<file path="config.mk">
export PLATFORM = sky130hd
export DESIGN_NAME = alu
export DESIGN_NICKNAME = d
export VERILOG_FILES = /design/src/rtl/z8IsaPkg.sv /design/src/rtl/alu.sv
export SDC_FILE = /design/constraint.sdc
export NUM_CORES = 1
export LEC_CHECK = 0
export BUFFER_PORTS_ARGS = -buffer_cell sky130_fd_sc_hd__buf_2
export CAP_MARGIN = 40
export CORE_MARGIN = 2
export CORE_UTILIZATION = 30
export DETAILED_ROUTE_END_ITERATION = 12
export GPL_TIMING_DRIVEN = 1
export PLACE_DENSITY = 0.55
export SLEW_MARGIN = 0
export SYNTH_ARGS = -nofsm -noshare
export SYNTH_HDL_FRONTEND = slang
export SYNTH_SLANG_ARGS = --single-unit
</file>
<file path="constraint.sdc">
create_clock -name vclk -period 8.1
set_input_delay 1.215 -clock vclk [all_inputs]
set_output_delay 1.215 -clock vclk [all_outputs]
set_load 0.01 [all_outputs]
</file>
<file path="src/rtl/z8IsaPkg.sv">
`default_nettype none

package z8IsaPkg;

    // two-operand codes equal the high nibble of the column 2 opcodes
    typedef enum logic [3:0] {
        ALU_ADD = 4'h0,
        ALU_ADC = 4'h1,
        ALU_SUB = 4'h2,
        ALU_SBC = 4'h3,
        ALU_OR  = 4'h4,
        ALU_AND = 4'h5,
        ALU_TCM = 4'h6,
        ALU_TM  = 4'h7,
        ALU_CP  = 4'hA,
        ALU_XOR = 4'hB,
        ALU_INC = 4'hE,
        ALU_LD  = 4'hF
    } aluOp_t;

    // high nibble of jr and jp opcodes
    typedef enum logic [3:0] {
        COND_NEVER  = 4'h0,
        COND_LT     = 4'h1,
        COND_LE     = 4'h2,
        COND_ULE    = 4'h3,
        COND_OV     = 4'h4,
        COND_MI     = 4'h5,
        COND_Z      = 4'h6,
        COND_C      = 4'h7,
        COND_ALWAYS = 4'h8,
        COND_GE     = 4'h9,
        COND_GT     = 4'hA,
        COND_UGT    = 4'hB,
        COND_NOV    = 4'hC,
        COND_PL     = 4'hD,
        COND_NZ     = 4'hE,
        COND_NC     = 4'hF
    } cond_t;

    // opcode columns (low nibble) where the row is an operand or condition
    typedef enum logic [3:0] {
        COL_ALU2    = 4'h2,
        COL_LD_W_R  = 4'h8,
        COL_LD_R_W  = 4'h9,
        COL_JR      = 4'hB,
        COL_LD_W_IM = 4'hC,
        COL_JP      = 4'hD,
        COL_INC     = 4'hE,
        COL_MISC    = 4'hF
    } opColumn_t;

    typedef enum logic [7:0] {
        OP_SRP    = 8'h31,
        OP_LD_RR  = 8'hE4,
        OP_LD_RIM = 8'hE6,
        OP_RCF    = 8'hCF,
        OP_SCF    = 8'hDF,
        OP_CCF    = 8'hEF,
        OP_NOP    = 8'hFF
    } opcode_t;

    localparam int FLAG_C = 7;
    localparam int FLAG_Z = 6;
    localparam int FLAG_S = 5;
    localparam int FLAG_V = 4;

    localparam logic [7:0] REG_PORT2 = 8'h02;
    localparam logic [7:0] REG_FLAGS = 8'hFC;
    localparam logic [7:0] REG_RP    = 8'hFD;

    localparam logic [15:0] PC_RESET = 16'h000C;

endpackage

`default_nettype wire

</file>
<file path="src/rtl/alu.sv">
`timescale 1ns/1ps
`default_nettype none

module alu (
    input  wire z8IsaPkg::aluOp_t op,
    input  wire [7:0]             a,
    input  wire [7:0]             b,
    input  wire [7:0]             flagsIn,
    output logic [7:0]            result,
    output logic [7:0]            flagsOut
);
    import z8IsaPkg::*;

    logic       isArith;
    logic       isLogic;
    logic       isSub;
    logic       carryIn;
    logic [8:0] sum;

    assign isArith = op inside {ALU_ADD, ALU_ADC, ALU_SUB, ALU_SBC, ALU_CP};
    assign isLogic = op inside {ALU_OR, ALU_AND, ALU_TCM, ALU_TM, ALU_XOR};
    assign isSub   = op inside {ALU_SUB, ALU_SBC, ALU_CP};
    assign carryIn = flagsIn[FLAG_C] && (op == ALU_ADC || op == ALU_SBC);

    // bit 8 is carry out, or borrow when subtracting
    assign sum = isSub ? {1'b0, a} - {1'b0, b} - {8'h00, carryIn}
                       : {1'b0, a} + {1'b0, b} + {8'h00, carryIn};

    always_comb begin
        result   = a;
        flagsOut = flagsIn;

        case (op)
            ALU_ADD, ALU_ADC, ALU_SUB, ALU_SBC, ALU_CP: begin
                result = sum[7:0];
            end
            ALU_OR: begin
                result = a | b;
            end
            ALU_AND, ALU_TM: begin
                result = a & b;
            end
            ALU_TCM: begin
                result = ~a & b;
            end
            ALU_XOR: begin
                result = a ^ b;
            end
            ALU_INC: begin
                result = a + 8'h01;
            end
            default: begin
                result = a;
            end
        endcase

        if (isArith || isLogic || op == ALU_INC) begin
            flagsOut[FLAG_Z] = result == 8'h00;
            flagsOut[FLAG_S] = result[7];
        end
        if (isArith) begin
            flagsOut[FLAG_C] = sum[8];
            // operand signs equal for add, differ for subtract
            flagsOut[FLAG_V] = ((a[7] ^ b[7]) == isSub) && (sum[7] != a[7]);
        end
        if (isLogic) begin
            flagsOut[FLAG_V] = 1'b0;
        end
        if (op == ALU_INC) begin
            flagsOut[FLAG_V] = a == 8'h7F;
        end
    end

endmodule

`default_nettype wire

</file>
# After elaboration in Yosys (flattened, before gate mapping)
# Cells that the tools add are included.
# Widths: inputs -> output; s select.
dict set report word_totals {
  ff_bits 0
  in_bits 28
  wordCells 43
  out_inout_bits 16
}
dict set report op_classes {
  n_addsub 5
  bitwise_logic 6
  n_eq_ne 13
  n_reduce_logical 12
  muxes 7
}
# op n
set ops {}
lappend ops {{$pmux 8 s6} 1}
lappend ops {{$and 8x8->8} 2}
lappend ops {{$eq 4x3->1 const B} 4}
lappend ops {{$eq 4x4->1 const B} 3}
lappend ops {{$reduce_bool 5->1} 2}
lappend ops {{$add 8x8->9} 1}
lappend ops {{$add 9x1->9} 1}
lappend ops {{$mux 9} 1}
lappend ops {{$sub 8x8->9} 1}
lappend ops {{$sub 9x1->9} 1}
lappend ops {{$add 8x1->8 const B} 1}
lappend ops {{$eq 4x2->1 const B} 2}
lappend ops {{$eq 8x7->1 const B} 1}
lappend ops {{$logic_not 8->1} 1}
lappend ops {{$not 8->8} 1}
lappend ops {{$or 8x8->8} 1}
lappend ops {{$xor 8x8->8} 1}
lappend ops {{$reduce_or 5->1} 1}
lappend ops {{$eq 4x1->1 const B} 1}
lappend ops {{$logic_not 4->1} 1}
lappend ops {{$mux 1} 4}
lappend ops {{$logic_or 1x1->1} 3}
lappend ops {{$reduce_bool 3->1} 1}
lappend ops {{$logic_and 1x1->1} 2}
lappend ops {{5 further kinds} 5}

# Logic depth before layout (Yosys ltp)
dict set report depth {
  ltp_word 10
  depth_mapped 14
  mapped_depth_nobuf 12
}

# Least setup slack after synthesis
# Ideal clock, no wire load.
dict set report synth_path {
  path_type {in2out}
  startpoint {input port op[3]}
  endpoint {output port flagsOut[6]}
  path_slack_ps 2807
  path_stages 14
  n_path_buf 2
  required_ps 6885
  arrival_time_ps 4078
  path_cell_list {buf_4 -> buf_2 -> nand4bb_1 -> inv_1 -> fa_1 -> inv_1 -> ha_1 -> o21ai_0 -> a211o_2 -> xor2_1 -> o221a_2 -> a22oi_2 -> or4_1 -> o31ai_2}
}
dict set report synth_between {
  elab_chain_len 8
  word_cells_on_any_way 26
  cone_classes {add/sub: 2; eq/ne: 10; mux: 3; reduce/logical: 11}
}
# element line
set synth_lines {}
lappend synth_lines {{start, declared} alu.sv:5} ;# input wire z8IsaPkg::aluOp_t op,
lappend synth_lines {{$eq 4x1->1 or $eq 4x2->1 (tied branches)} {alu.sv:23, alu.sv:33, alu.sv:22}}
lappend synth_lines {{$logic_or 1x1->1} alu.sv:23} ;# assign carryIn = flagsIn[FLAG_C] && (op == ALU_ADC || op == ALU_SBC);
lappend synth_lines {{$logic_and 1x1->1} alu.sv:23}
lappend synth_lines {{$add 9x1->9 or $sub 9x1->9 (tied branches)} {alu.sv:27, alu.sv:26}}
lappend synth_lines {{$mux 9} alu.sv:26} ;# assign sum = isSub ? {1'b0, a} - {1'b0, b} - {8'h00, carryIn}
lappend synth_lines {{$pmux 8 s6 *} alu.sv:33} ;# case (op)
lappend synth_lines {{via result[5]} alu.sv:9} ;# output logic [7:0] result,
lappend synth_lines {{$logic_not 8->1 *} alu.sv:58} ;# flagsOut[FLAG_Z] = result == 8'h00;
lappend synth_lines {{$mux 2 *} alu.sv:57} ;# if (isArith || isLogic || op == ALU_INC) begin
lappend synth_lines {{end, declared} alu.sv:10} ;# output logic [7:0] flagsOut
# The timed path passes the listed nets; every way through them passes the cells marked *.

# Worst setup path in the final report
dict set report layout_path {
  startpoint {input port op[3]}
  endpoint {output port flagsOut[6]}
}
dict set report layout_between {
  elab_chain_len 8
  word_cells_on_any_way 26
  cone_classes {add/sub: 2; eq/ne: 10; mux: 3; reduce/logical: 11}
}
# element line
set layout_lines {}
lappend layout_lines {{$eq 4x1->1 or $eq 4x2->1 (tied branches)} --}
lappend layout_lines {{$logic_or 1x1->1} alu.sv:23}
lappend layout_lines {{$logic_and 1x1->1} alu.sv:23}
lappend layout_lines {{$add 9x1->9 or $sub 9x1->9 (tied branches)} {alu.sv:27, alu.sv:26}}
lappend layout_lines {{$mux 9} alu.sv:26}
lappend layout_lines {{$pmux 8 s6} alu.sv:33}
lappend layout_lines {{$logic_not 8->1} alu.sv:58}
lappend layout_lines {{$mux 2 *} alu.sv:57}
# Mark *: on every way between the ends. The rest lies on a longest branch, timed or not.

==> run_results.csv <==
group,metric,value,unit
placed_design,dp_cells,367,
critical_path,startpoint,"op[3]",
finish,post-route-util,33.31,%
critical_path,worst_setup_path_start_kind,"primary input",
finish,clockBufferCount,0,
synthesis,synth_compound_area_share,30.36,%
finish,syn_to_final_growth,8.860,%
synthesis,postSynthCellCount,269,
finish,design_area,0.002091,mm2
timing,max_clock_freq,0.1670,GHz
floorplan,ios,44,
timing,fin_setup_tns,0,ns
synthesis,yosys.area_share.simple,28.53,%
timing,holdWs,2.430,ns
drt,drt-total-wl,6599,um
timing,fin_crit,5.986,ns
synthesis,ys_types,65,
synthesis,synth.net_count,331,
placed_design,io_buffers,36,
synthesis,muxShareOfSynthArea,0,%
timing,timing.final.crit_share,73.90,%
finish,seq_area,0,um2
global_routing,grt_pass1_vias,1972,
global_routing,grt.total_usage,18.35,%
hold_path,holdPathStages,0,
synthesis,avgSynthCellArea,7.140,um2
finish,stdcell_count,367,
floorplan,rows,29,
floorplan,die_y,84.01,um
critical_path,cp.arrival,4.77,ns
critical_path,critPathCapture,"flagsOut[6]",
synthesis,synth.largest_area_cell,"ha_1",
global_routing,grt_max_degree,24,
placed_design,place_area,0.002091,mm2
run,maxCapViolations,0,
finish,fillers,708,
drt,post_drt_wl_per_cell,17.98,um
finish,antenna_cells,0,
synthesis,synth_area,0.001921,mm2
drt,vias,2171,
finish,multi_input_area,0.001709,mm2
floorplan,core,0.006277,mm2
placed_design,dp_hpwl,5138,um
finish,sequential_cell_total,0,
synthesis,synth_top_family_by_area,"compound AO/OA/AOI/OAI gates",
timing,max_slew_margin,49.26,%
critical_path,critical_path.max_fanout,23,
pwr,peakVddDrop,25.18,uV
critical_path,cp-end-kind,"output pin",
pwr,power_density,75.22,mW/mm2
floorplan,die_w,84.01,um
global_routing,antenna_found_initial,0,
synthesis,synthTopCellsByArea,"ha_1, inv_1, o21ai_0, fa_1, xnor2_1",
finish,nNetsFinal,354,
global_routing,grt_pass1_wl,10700,um
status,status,"complete, no violations",
critical_path,path_class,"in2out",
timing,hold_viol_final,0,
hold_path,min_path_type,"in2out",
clock_network,post_cts_resize_count,0,
timing,rsz0062_at_grt,"false",
synthesis,synth-seq-area-share,0,%
timing,max_slew.worst_pin.slew,0.7596,ns
floorplan,fp.dieArea,0.007058,mm2
drt,ant_nets,0,
global_routing,globalRoute.totalOverflow,0,
floorplan,initial_core_util,30.60,%
synthesis,synth_top_area_share,19.54,%
clock_network,cts_setup_buffers,0,
placed_design,globalplace.congestion,0.9233,
synthesis,ys_warn_count,0,
pwr,p_leak,0.0009245,uW
drt,drc,0,
clock_network,hold_buffers,0,
drt,vias_per_cell,5.916,
finish,drive_above_1_share,17.59,%
synthesis,synthXorXnorAreaFrac,6.384,%
timing,setup_violations,0,
synthesis,synth_fa_ha_area_share,23.71,%
critical_path,crit_required,6.88,ns
timing,drv_slew,0,
drt,dr.pass1.iters,4,
drt,drt_iter0_markers,159,
[cell usage after synthesis, types with 5 or more instances]
cell / count
nand3_1: 8
ha_1: 30
nor3_1: 9
o21ai_0: 19
nor2_1: 19
xor2_1: 5
nand2_1: 18
nor4_1: 5
nand2b_1: 6
inv_1: 28
xnor2_1: 9
buf_4: 8
a31oi_1: 5
o211ai_1: 8
a21oi_1: 9
[layer usage]
| metal | part of all wire, % | GRT usage, % |
|---|---|---|
| met1 | 48 | 27.27 |
| met2 | 45 | 29.89 |
| met3 | 4.7 | 0.5935 |
| met4 | 1.7 | 2.933 |
| met5 | 0 | 0 |
[final cells by class]
cell class	instances	area share (%)
multi-input cells	226	81.75
repair buffers	36	8.618
inverters	28	5.027
well taps	77	4.608
[placed cells by master, fill, tap and decap left out, types with 9 or more instances in the layout]
| master | instances |
|---|---|
| nand2_1 | 18 |
| nor3_1 | 9 |
| ha_1 | 30 |
| o21ai_0 | 19 |
| xnor2_1 | 9 |
| a21oi_1 | 9 |
| nor2_1 | 19 |
| buf_2 | 36 |
| inv_1 | 28 |
[where the power goes]
part / switching [uW] / internal [uW] / leakage (uW)
Sequential: 0 / 0 / 0
Combinational: 94.7 / 62.6 / 0.000924
Clock: 0 / 0 / 0
Total: 94.7 / 62.6 / 0.000924
[cell families after synthesis]
family / count (synthesis)
AND/OR/NAND/NOR: 98
adder cells (fa/ha/maj): 34
AO/OA/AOI/OAI: 80
XOR/XNOR: 14
buffers and inverters: 43
[worst min-delay path by stage]
stage / from / endpoint / slack [ns]
finish: flagsIn[2] / flagsOut[2] / 2.43
global route: flagsIn[2] / flagsOut[2] / 2.43
CTS: flagsIn[3] / flagsOut[3] / 2.43
detailed placement: flagsIn[3] / flagsOut[3] / 2.43
global placement: flagsIn[3] / flagsOut[3] / 2.43
floorplan: flagsIn[0] / flagsOut[0] / 2.52
[critical path, stage by stage]
cell,delay [ns]
buf_2,0.34
nand4bb_1,0.23
inv_1,0.08
fa_1,0.50
inv_1,0.06
ha_1,0.17
o21ai_0,0.44
a2111oi_0,0.24
a211oi_2,0.27
nor2_1,0.07
nor4_1,0.44
o21ai_0,0.26
o31ai_2,0.27
buf_2,0.17
[per-stage QoR]
stage	setup WS (ns)	total power, uW
final	2.114	157.3
after global routing	1.874	173.8
after CTS	2.221	155.4
after detailed placement	2.247	154.5
after global placement	2.231	154.8
after floorplan	2.807	111.9
No activity file was read; power rests on OpenSTA's default activity.
