===== src/rtl/z8IsaPkg.sv =====
`default_nettype none

package z8IsaPkg;

    // two-operand codes equal the high nibble of the column 2 opcodes
    typedef enum logic [3:0] {
        ALU_ADD = 4'h0,
        ALU_ADC = 4'h1,
        ALU_SUB = 4'h2,
        ALU_SBC = 4'h3,
        ALU_OR  = 4'h4,
        ALU_AND = 4'h5,
        ALU_TCM = 4'h6,
        ALU_TM  = 4'h7,
        ALU_CP  = 4'hA,
        ALU_XOR = 4'hB,
        ALU_INC = 4'hE,
        ALU_LD  = 4'hF
    } aluOp_t;

    // high nibble of jr and jp opcodes
    typedef enum logic [3:0] {
        COND_NEVER  = 4'h0,
        COND_LT     = 4'h1,
        COND_LE     = 4'h2,
        COND_ULE    = 4'h3,
        COND_OV     = 4'h4,
        COND_MI     = 4'h5,
        COND_Z      = 4'h6,
        COND_C      = 4'h7,
        COND_ALWAYS = 4'h8,
        COND_GE     = 4'h9,
        COND_GT     = 4'hA,
        COND_UGT    = 4'hB,
        COND_NOV    = 4'hC,
        COND_PL     = 4'hD,
        COND_NZ     = 4'hE,
        COND_NC     = 4'hF
    } cond_t;

    // opcode columns (low nibble) where the row is an operand or condition
    typedef enum logic [3:0] {
        COL_ALU2    = 4'h2,
        COL_LD_W_R  = 4'h8,
        COL_LD_R_W  = 4'h9,
        COL_JR      = 4'hB,
        COL_LD_W_IM = 4'hC,
        COL_JP      = 4'hD,
        COL_INC     = 4'hE,
        COL_MISC    = 4'hF
    } opColumn_t;

    typedef enum logic [7:0] {
        OP_SRP    = 8'h31,
        OP_LD_RR  = 8'hE4,
        OP_LD_RIM = 8'hE6,
        OP_RCF    = 8'hCF,
        OP_SCF    = 8'hDF,
        OP_CCF    = 8'hEF,
        OP_NOP    = 8'hFF
    } opcode_t;

    localparam int FLAG_C = 7;
    localparam int FLAG_Z = 6;
    localparam int FLAG_S = 5;
    localparam int FLAG_V = 4;

    localparam logic [7:0] REG_PORT2 = 8'h02;
    localparam logic [7:0] REG_FLAGS = 8'hFC;
    localparam logic [7:0] REG_RP    = 8'hFD;

    localparam logic [15:0] PC_RESET = 16'h000C;

endpackage

`default_nettype wire


===== src/rtl/z8BusPkg.sv =====
`default_nettype none

package z8BusPkg;

    typedef struct packed {
        logic [15:0] addr;
        logic        strobe;
    } memReq_t;

    // register write plus an optional FLAGS update from the same operation
    typedef struct packed {
        logic       en;
        logic [7:0] addr;
        logic [7:0] data;
        logic       flagsEn;
        logic [7:0] flagsData;
    } regWrite_t;

    typedef enum logic [3:0] {
        STATE_FETCH,
        STATE_READ_INSTR,
        STATE_WAIT2,
        STATE_READ2,
        STATE_WAIT3,
        STATE_READ3,
        STATE_DECODE,
        STATE_ALU_READ,
        STATE_ALU_WRITE,
        STATE_JUMP
    } coreState_t;

endpackage

`default_nettype wire


===== src/rtl/z8Core.sv =====
`timescale 1ns/1ps
`default_nettype none

module z8Core (
    input  wire                 clk,
    input  wire                 rstN,
    input  wire [7:0]           romData,
    input  wire [3:0]           rp,
    input  wire [7:0]           flags,
    input  wire [7:0]           rdDataA,
    input  wire [7:0]           rdDataB,
    input  wire [7:0]           aluResult,
    input  wire [7:0]           aluFlags,
    output z8BusPkg::memReq_t   memReq,
    output logic [7:0]          rdAddrA,
    output logic [7:0]          rdAddrB,
    output z8IsaPkg::aluOp_t    aluOp,
    output logic [7:0]          aluA,
    output logic [7:0]          aluB,
    output z8BusPkg::regWrite_t regWr
);
    import z8IsaPkg::*;
    import z8BusPkg::*;

    coreState_t  state;
    logic [15:0] pc;
    logic [7:0]  instruction;
    logic [7:0]  second;
    logic [7:0]  third;
    logic [7:0]  opA;
    logic [7:0]  opB;

    logic [3:0]  instrH;
    logic [3:0]  instrL;
    logic        isSize1;
    logic        isSize2;
    logic        isSize3;
    logic        isAlu2;
    logic        isInc;
    logic        isLoad;
    logic        taken;
    logic        writesResult;
    aluOp_t      aluFunc;
    logic [7:0]  regDst;
    logic [7:0]  regSrc;
    logic [7:0]  loadValue;

    // Ex addresses select working registers
    function automatic logic [7:0] r8(input logic [7:0] addr);
        return (addr[7:4] == 4'hE) ? {rp, addr[3:0]} : addr;
    endfunction

    function automatic logic condTrue(input cond_t cc, input logic [7:0] f);
        logic base;
        case (cc)
            COND_NEVER, COND_ALWAYS: base = 1'b0;
            COND_LT, COND_GE:        base = f[FLAG_S] ^ f[FLAG_V];
            COND_LE, COND_GT:        base = (f[FLAG_S] ^ f[FLAG_V]) | f[FLAG_Z];
            COND_ULE, COND_UGT:      base = f[FLAG_C] | f[FLAG_Z];
            COND_OV, COND_NOV:       base = f[FLAG_V];
            COND_MI, COND_PL:        base = f[FLAG_S];
            COND_Z, COND_NZ:         base = f[FLAG_Z];
            COND_C, COND_NC:         base = f[FLAG_C];
            default:                 base = 1'b0;
        endcase
        // upper half of the table negates the lower half
        return base ^ cc[3];
    endfunction

    assign instrH  = instruction[7:4];
    assign instrL  = instruction[3:0];
    assign isSize1 = instrL[3:1] == 3'b111;
    // call @IRR (D4) stays two bytes
    assign isSize3 = (instrL[3:2] == 2'b01 || instrL == COL_JP) && instruction != 8'hD4;
    assign isSize2 = !isSize1 && !isSize3;

    assign isAlu2 = instrL == COL_ALU2 && (!instrH[3] || instrH[3:1] == 3'b101);
    assign isInc  = instrL == COL_INC;
    assign isLoad = instrL inside {COL_LD_W_IM, COL_LD_W_R, COL_LD_R_W}
                 || instruction inside {OP_LD_RR, OP_LD_RIM, OP_SRP};
    assign taken  = condTrue(cond_t'(instrH), flags);

    assign aluFunc      = isInc ? ALU_INC : aluOp_t'(instrH);
    assign writesResult = !(aluFunc inside {ALU_CP, ALU_TM});

    always_comb begin
        regDst    = {rp, instrH};
        regSrc    = r8(second);
        loadValue = rdDataB;
        case (instrL)
            COL_ALU2: begin
                regDst = {rp, second[7:4]};
                regSrc = {rp, second[3:0]};
            end
            COL_LD_R_W: begin
                // destination taken as is, no working register mapping
                regDst = second;
                regSrc = {rp, instrH};
            end
            COL_LD_W_IM: begin
                loadValue = second;
            end
            default: begin
            end
        endcase
        case (instruction)
            OP_LD_RR: begin
                regDst = r8(third);
            end
            OP_LD_RIM: begin
                regDst    = r8(second);
                loadValue = third;
            end
            OP_SRP: begin
                regDst    = REG_RP;
                loadValue = second;
            end
            default: begin
            end
        endcase
    end

    assign rdAddrA = regDst;
    assign rdAddrB = regSrc;

    always_comb begin
        memReq.addr   = pc;
        memReq.strobe = state == STATE_FETCH
                     || (state == STATE_WAIT2 && !isSize1)
                     || state == STATE_WAIT3;
    end

    always_comb begin
        aluOp = aluFunc;
        aluA  = opA;
        aluB  = opB;
        regWr = '0;
        if (state == STATE_DECODE) begin
            // moves pass through the ALU unchanged
            aluOp           = ALU_LD;
            aluA            = loadValue;
            regWr.en        = isLoad;
            regWr.addr      = regDst;
            regWr.data      = aluResult;
            regWr.flagsData = flags;
            case (instruction)
                OP_RCF: begin
                    regWr.flagsEn           = 1'b1;
                    regWr.flagsData[FLAG_C] = 1'b0;
                end
                OP_SCF: begin
                    regWr.flagsEn           = 1'b1;
                    regWr.flagsData[FLAG_C] = 1'b1;
                end
                OP_CCF: begin
                    regWr.flagsEn           = 1'b1;
                    regWr.flagsData[FLAG_C] = !flags[FLAG_C];
                end
                default: begin
                end
            endcase
        end else if (state == STATE_ALU_WRITE) begin
            regWr.en        = writesResult;
            regWr.addr      = regDst;
            regWr.data      = aluResult;
            regWr.flagsEn   = 1'b1;
            regWr.flagsData = aluFlags;
        end
    end

    always_ff @(posedge clk) begin
        case (state)
            STATE_READ_INSTR: instruction <= romData;
            STATE_READ2:      second <= romData;
            STATE_READ3:      third <= romData;
            STATE_ALU_READ: begin
                opA <= rdDataA;
                opB <= rdDataB;
            end
            default: begin
            end
        endcase
    end

    always_ff @(posedge clk) begin
        if (!rstN) begin
            state <= STATE_FETCH;
            pc    <= PC_RESET;
        end else begin
            case (state)
                STATE_FETCH: begin
                    state <= STATE_READ_INSTR;
                end
                STATE_READ_INSTR: begin
                    pc    <= pc + 16'd1;
                    state <= STATE_WAIT2;
                end
                STATE_WAIT2: begin
                    state <= isSize1 ? STATE_DECODE : STATE_READ2;
                end
                STATE_READ2: begin
                    pc    <= pc + 16'd1;
                    state <= isSize2 ? STATE_DECODE : STATE_WAIT3;
                end
                STATE_WAIT3: begin
                    state <= STATE_READ3;
                end
                STATE_READ3: begin
                    pc    <= pc + 16'd1;
                    state <= STATE_DECODE;
                end
                STATE_DECODE: begin
                    if (isAlu2 || isInc) begin
                        state <= STATE_ALU_READ;
                    end else if (instrL == COL_JP && taken) begin
                        state <= STATE_JUMP;
                    end else begin
                        state <= STATE_FETCH;
                    end
                    // pc already points past the jr
                    if (instrL == COL_JR && taken) begin
                        pc <= pc + {{8{second[7]}}, second};
                    end
                end
                STATE_ALU_READ: begin
                    state <= STATE_ALU_WRITE;
                end
                STATE_JUMP: begin
                    pc    <= {second, third};
                    state <= STATE_FETCH;
                end
                default: begin
                    state <= STATE_FETCH;
                end
            endcase
        end
    end

endmodule

`default_nettype wire


===== config.mk =====
export PLATFORM = sky130hd
export DESIGN_NAME = z8Core
export DESIGN_NICKNAME = d
export VERILOG_FILES = /design/src/rtl/z8IsaPkg.sv /design/src/rtl/z8BusPkg.sv /design/src/rtl/z8Core.sv
export SDC_FILE = /design/constraint.sdc
export NUM_CORES = 1
export LEC_CHECK = 0
export BUFFER_PORTS_ARGS = -buffer_cell sky130_fd_sc_hd__buf_4
export CAP_MARGIN = 20
export CORE_ASPECT_RATIO = 1.25
export CORE_MARGIN = 2
export CORE_UTILIZATION = 53
export CTS_CLUSTER_DIAMETER = 200
export DETAILED_ROUTE_END_ITERATION = 12
export PLACE_DENSITY = 0.85
export SLEW_MARGIN = 0
export SYNTH_ARGS = -nofsm -noshare
export SYNTH_HDL_FRONTEND = slang
export SYNTH_SLANG_ARGS = --single-unit

===== constraint.sdc =====
create_clock -name clk -period 3.7 [get_ports clk]
set_input_delay 0.185 -clock clk [delete_from_list [all_inputs] [get_ports clk]]
set_output_delay 0.185 -clock clk [all_outputs]
set_load 0.02 [all_outputs]

Yosys cells after proc, flatten, opt, wreduce, memory -nomap -nowiden
Index checks and enable logic that the tools add are counted.
{"block": "totals", "latchBits": 0, "mem_bits_ro": 0, "n_memories": 0, "register_bits": 60, "mem_bits_rw": 0}
{"block": "op_classes", "eq_ne": 46, "order_cmp": 0, "bitwise": 4, "n_div": 0, "reduce_logical": 33, "addsub": 2, "n_mux": 21, "multipliers": 0, "shift": 0}
{"op": "$eq A4 B4 Y1 const B", "n": 19}
{"op": "$mux W26", "n": 2}
{"op": "$pmux W16 S3", "n": 1}
{"op": "$pmux W8 S2", "n": 3}
{"op": "$eq A8 B8 Y1 const B", "n": 5}
{"op": "$eq A4 B3 Y1 const B", "n": 9}
{"op": "$mux W8", "n": 4}
{"op": "$pmux W4 S8", "n": 1}
{"op": "$pmux W8 S3", "n": 1}
{"op": "$eq A4 B2 Y1 const B", "n": 5}
{"op": "$add A16 B1 Y16 const B", "n": 1}
{"op": "$add A16 B16 Y16", "n": 1}
{"op": "$mux W16", "n": 1}
{"op": "$mux W4", "n": 4}
{"op": "$reduce_or A2 Y1", "n": 8}
{"op": "$reduce_bool A3 Y1", "n": 3}
{"op": "$eq A4 B1 Y1 const B", "n": 2}
{"op": "$eq A8 B6 Y1 const B", "n": 1}
{"op": "$logic_not A4 Y1", "n": 2}
{"op": "$ne A8 B8 Y1 const B", "n": 1}
{"op": "$pmux W1 S8", "n": 1}
{"op": "$eq A3 B3 Y1 const B", "n": 2}
{"op": "$logic_and A1 B1 Y1", "n": 6}
{"op": "$logic_or A1 B1 Y1", "n": 6}
{"op": "11 further kinds", "n": 17}

Logic depth before layout (Yosys ltp)
{"block": "depth", "depth_word": 8, "mapped_depth": 14}

Worst setup path before layout
OpenSTA, ideal clock, no wires.
{"block": "synth_timing", "kind": "register -> register", "startpoint": "reg state[0]", "endpoint": "reg pc[12]", "t_arrival_ns": 2.922, "synth_period_minus_slack_ns": 3.013, "required_ns": 3.609, "stages_incl_launch_ff": 14, "path_slack_ns": 0.687, "path_buffers": 4, "path_cell_list": "dfxtp_1 buf_6 and4bb_1 buf_6 clkbuf_1 clkbuf_1 nand2_1 fa_1 nor2b_1 o2111ai_1 a21boi_0 o21ai_0 mux2i_1 a311oi_1"}
{"block": "synth_between", "elab_chain_len": 4}
{"item": "from (decl)", "line": "z8Core.sv:25", "source": "coreState_t state;"}
{"item": "from (signal assigned)", "line": "z8Core.sv:199", "source": "state <= isSize1 ? STATE_DECODE : STATE_READ2;"}
{"item": "from (signal assigned)", "line": "z8Core.sv:203", "source": "state <= isSize2 ? STATE_DECODE : STATE_WAIT3;"}
{"item": "$eq A4 B3 Y1 (tied with other cells)", "line": "z8Core.sv:190", "source": "case (state)"}
{"item": "$reduce_or A3 Y1 (no line)"}
{"item": "$reduce_bool A3 Y1 (no line)"}
{"item": "$reduce_and A2 Y1 (no line)"}
{"item": "to (signal assigned)", "line": "z8Core.sv:195", "source": "pc <= pc + 16'd1;"}
{"item": "to (signal assigned)", "line": "z8Core.sv:202", "source": "pc <= pc + 16'd1;"}
{"item": "to (signal assigned)", "line": "z8Core.sv:209", "source": "pc <= pc + 16'd1;"}
{"item": "to (decl)", "line": "z8Core.sv:26", "source": "logic [15:0] pc;"}
Parallel ways exist; a longest one is shown, timed or not.
A chain may end at the register's enable or synchronous reset.

Final worst setup path
{"block": "layout_timing", "startpoint": "reg state[2]", "endpoint": "reg pc[14]"}
Same word-level chain as after synthesis.

==> results.md <==
* Largest net degree at the start of global routing at 45
* Peak VDD IR at 0.2912 mV
* Outcome: completed
* Clock transition at path regs at around 80 ps
* Leak pwr at ~2.4 nW
* CP endpoint kind: register
* Syn Std Cell Area at between 0.004 and 0.005 mm2
* Slowest cell on the critical path: or4b_2
* Hold Crit Class: in2reg
* Placer Congestion at 0.9599
* Arr. time, crit path at approximately 3500 ps
* Fmax at between 300 and 400 MHz
* R2r setup slk at 480 ps
* Initial Utilization at 0.5439
* PD cells at ~320 mW/mm2
* Final TNS setup at 0 ps
* Die area at ~0.0092 mm2
* CP Cell Sequence: and4bb_1 -> and2_1 -> ha_1 -> a21o_1 -> a21oi_1 -> nor2b_1 -> or4b_2 -> mux2_2 -> a311oi_1
* Fin nets at between 600 and 700
* Global Route Usage Sum at 0.3100
* Hold_sp: rdDataB[1]
* Mean Syn Cell Area at 8.982 um2
* Maximum Capacitance Violations at 0
* Most frequent cells in the layout: buf_4 (140), nand2_1 (54), edfxtp_1 (40), nor2_1 (34), a21oi_1 (26)
* Worst-Skew Late Latency at roughly 360 ps
* Relative slew margins at 0.3884
* Hold EP: aluB[1]$_DFFE_PP_
* Vias per cell at around 6.4
* Commonest non-fill, non-tap cell in the layout: buf_4
* Total iterations of the first detailed-routing run at 5
* Worst Clk Skew at ~14 ps
* Syn Nets at 569
* Finished Core Util at 0.6986
* Top_reg_cell synth: edfxtp_1
* Htree depth at 3
* Vias in the first global route at 4,567
* Hold Path Stages at 1
* # IOs at between 100 and 150
* #FFs+latches synth at 60
* R2R Path End: pc[14]$_SDFFE_PN0P_
* Crit share post-route at 0.8693
* Floorplan row count at 37
* Cells after synthesis at approximately 500
* Detailed Place HPWL at a little over 10,000 um
* Max-slew violation count at 0
* Initial DRC count at between 300 and 400
* Required time worst endpoint at between 3000 and 4000 ps
* CP max FO at 11
* Post-route ant nets at 0
* P&R area growth vs syn at 28.45%
* Die H at 106.8 um
* Number of distinct library cells after synthesis at 74
* Fill count at between 600 and 700
* Yosys warnings at 0
* Post-synth EDFFs at 40
* Core area at a little over 0.008 mm2
* Overflow left after global routing at 0
* Worst Tran Pin Value at around 920 ps
* Worst r2r path cells at 9
* First-pass GRT wire length at between 20,000 and 25,000 um
* Port Buffers at approximately 130
* Min Tclk post-route at 3217 ps
* Initial antenna violation count at 0
* Endpoints failing setup at 0
* Post-cts sizing count at 0
* Post-CTS Hold Fix Bufs at 7
* N_diodes at 0
* Synth async-reset ratio at 0
* Ratio of cells with drive above 1 in the final layout at 0.2967
* Drt wl/cell at just under 20 um
* Die width at ~86 um
* Slowest stage delay, CP at about 600 ps
* Sink Count at 60
* Seq/Total Area, Yosys at 0.3573
* Via count at ~4,600
* Final hold violation count at 0
* Root Buffer: clkbuf_8
* Postcts setup bufs at 0
* CTS Buf Count at 9
* CP Class: reg2reg
* FF-to-FF Start: state[2]$_SDFF_PN0_
* Crit path launch type: register
* RSZ-0062 raised after global routing: no
* # DRC at 0
* CTS tree: done
* Clock tree buffer depth at 2
* Post-Route WL at about 14,000 um
cell usage after synthesis (5+ instances only):
| master | n | area (um2) |
|---|---|---|
| a211oi_1 | 9 | 67.56 |
| a21o_1 | 10 | 75.07 |
| a21oi_1 | 26 | 130.1 |
| a22o_1 | 11 | 96.34 |
| a22oi_1 | 10 | 75.07 |
| a311oi_1 | 10 | 87.58 |
| a31oi_1 | 18 | 112.6 |
| and2_1 | 12 | 75.07 |
| buf_2 | 6 | 30.03 |
| clkbuf_1 | 23 | 86.33 |
| dfxtp_1 | 20 | 400.4 |
| edfxtp_1 | 40 | 1201 |
| ha_1 | 15 | 187.7 |
| inv_1 | 10 | 37.54 |
| mux2_2 | 5 | 56.30 |
| mux2i_1 | 6 | 60.06 |
| nand2_1 | 54 | 202.7 |
| nand2b_1 | 12 | 75.07 |
| nand3_1 | 13 | 65.06 |
| nand4_1 | 5 | 31.28 |
| nor2_1 | 34 | 127.6 |
| nor2b_1 | 20 | 125.1 |
| nor3_1 | 11 | 55.05 |
| nor3_2 | 9 | 90.09 |
| o21ai_0 | 16 | 80.08 |
| or3_1 | 5 | 31.28 |
| xor2_1 | 5 | 43.79 |
per-layer routing:
layer,GRT usage,share of wire,vias up
met1,0.3867,0.39,2212
met3,0.04619,0.071,38
met5,0,0,-
met2,0.5271,0.51,230
li1,-,-,2148
met4,0.1384,0.026,0
state kept, by name, indices dropped and copies added, names as in the netlist:
name         cells
instruction      8
second           8
pc              16
third            8
aluB             8
opA              8
state            4
per-stage QoR:
| step | instance area (um2) | hold WS, ps | power, W | cells | worst slack, ps |
|---|---|---|---|---|---|
| floorplan | 4482 | 283.9 | 0.001044 | 499 | 687.0 |
| global placement | 5480 | 363.1 | 0.001195 | 701 | 657.7 |
| detailed placement | 5480 | 364.5 | 0.001204 | 701 | 546.4 |
| CTS | 5757 | 4.808 | 0.001825 | 724 | 520.2 |
| global route | 5757 | 5.323 | 0.001900 | 724 | 171.6 |
| finish | 5757 | 6.379 | 0.001835 | 724 | 483.5 |
kinds of logic after synthesis:
| kind of cell | after synthesis | synth area share |
|---|---|---|
| AND/OR/NAND/NOR | 200 | 0.2434 |
| XOR/XNOR | 9 | 0.01759 |
| buffers and inverters | 46 | 0.05053 |
| flip-flops | 60 | 0.3573 |
| adder cells (fa/ha/maj) | 16 | 0.04634 |
| AO/OA/AOI/OAI | 156 | 0.2554 |
| multiplexers | 12 | 0.02931 |
layout make-up:
| class | instances | area (um2) | share of cell area |
|---|---|---|---|
| clock inverters | 7 | 82.58 | 0.01434 |
| multi-input cells | 393 | 2665 | 0.4629 |
| clock buffers | 9 | 123.9 | 0.02152 |
| inverters | 11 | 41.29 | 0.007172 |
| flip-flops and latches | 60 | 1602 | 0.2782 |
| repair buffers | 147 | 1121 | 0.1947 |
| well taps | 97 | 121.4 | 0.02108 |
critical path: cells and delay by family (launching register included):
kind / cells / cell delay (ps)
simple gates: 4 / 1300
compound gates: 3 / 580
flops: 1 / 540
fa+ha+maj: 1 / 420
mux: 1 / 280
worst max-delay path by stage:
stage / slack [ps] / endpoint / cells after the start / start
finish: 480 / pc[14]$_SDFFE_PN0P_ / 9 / state[2]$_SDFF_PN0_
global route: 170 / pc[12]$_SDFFE_PN0P_ / 10 / state[2]$_SDFF_PN0_
CTS: 520 / pc[14]$_SDFFE_PN0P_ / 9 / state[2]$_SDFF_PN0_
detailed placement: 550 / pc[14]$_SDFFE_PN0P_ / 9 / state[2]$_SDFF_PN0_
global placement: 660 / pc[14]$_SDFFE_PN0P_ / 9 / state[2]$_SDFF_PN0_
floorplan: 690 / pc[12]$_SDFFE_PN0P_ / 13 / state[0]$_SDFF_PN0_
report_power, final:
| group | total (W) | internal (W) | leakage (nW) | switching (W) |
|---|---|---|---|---|
| clock network | 0.000630 | 0.000321 | 0.105 | 0.000309 |
| logic | 0.000401 | 0.000185 | 1.73 | 0.000216 |
| registers | 0.000804 | 0.000747 | 0.528 | 0.0000572 |
| total | 0.00183 | 0.00125 | 2.37 | 0.000582 |
(Power assumes the default switching activity.)
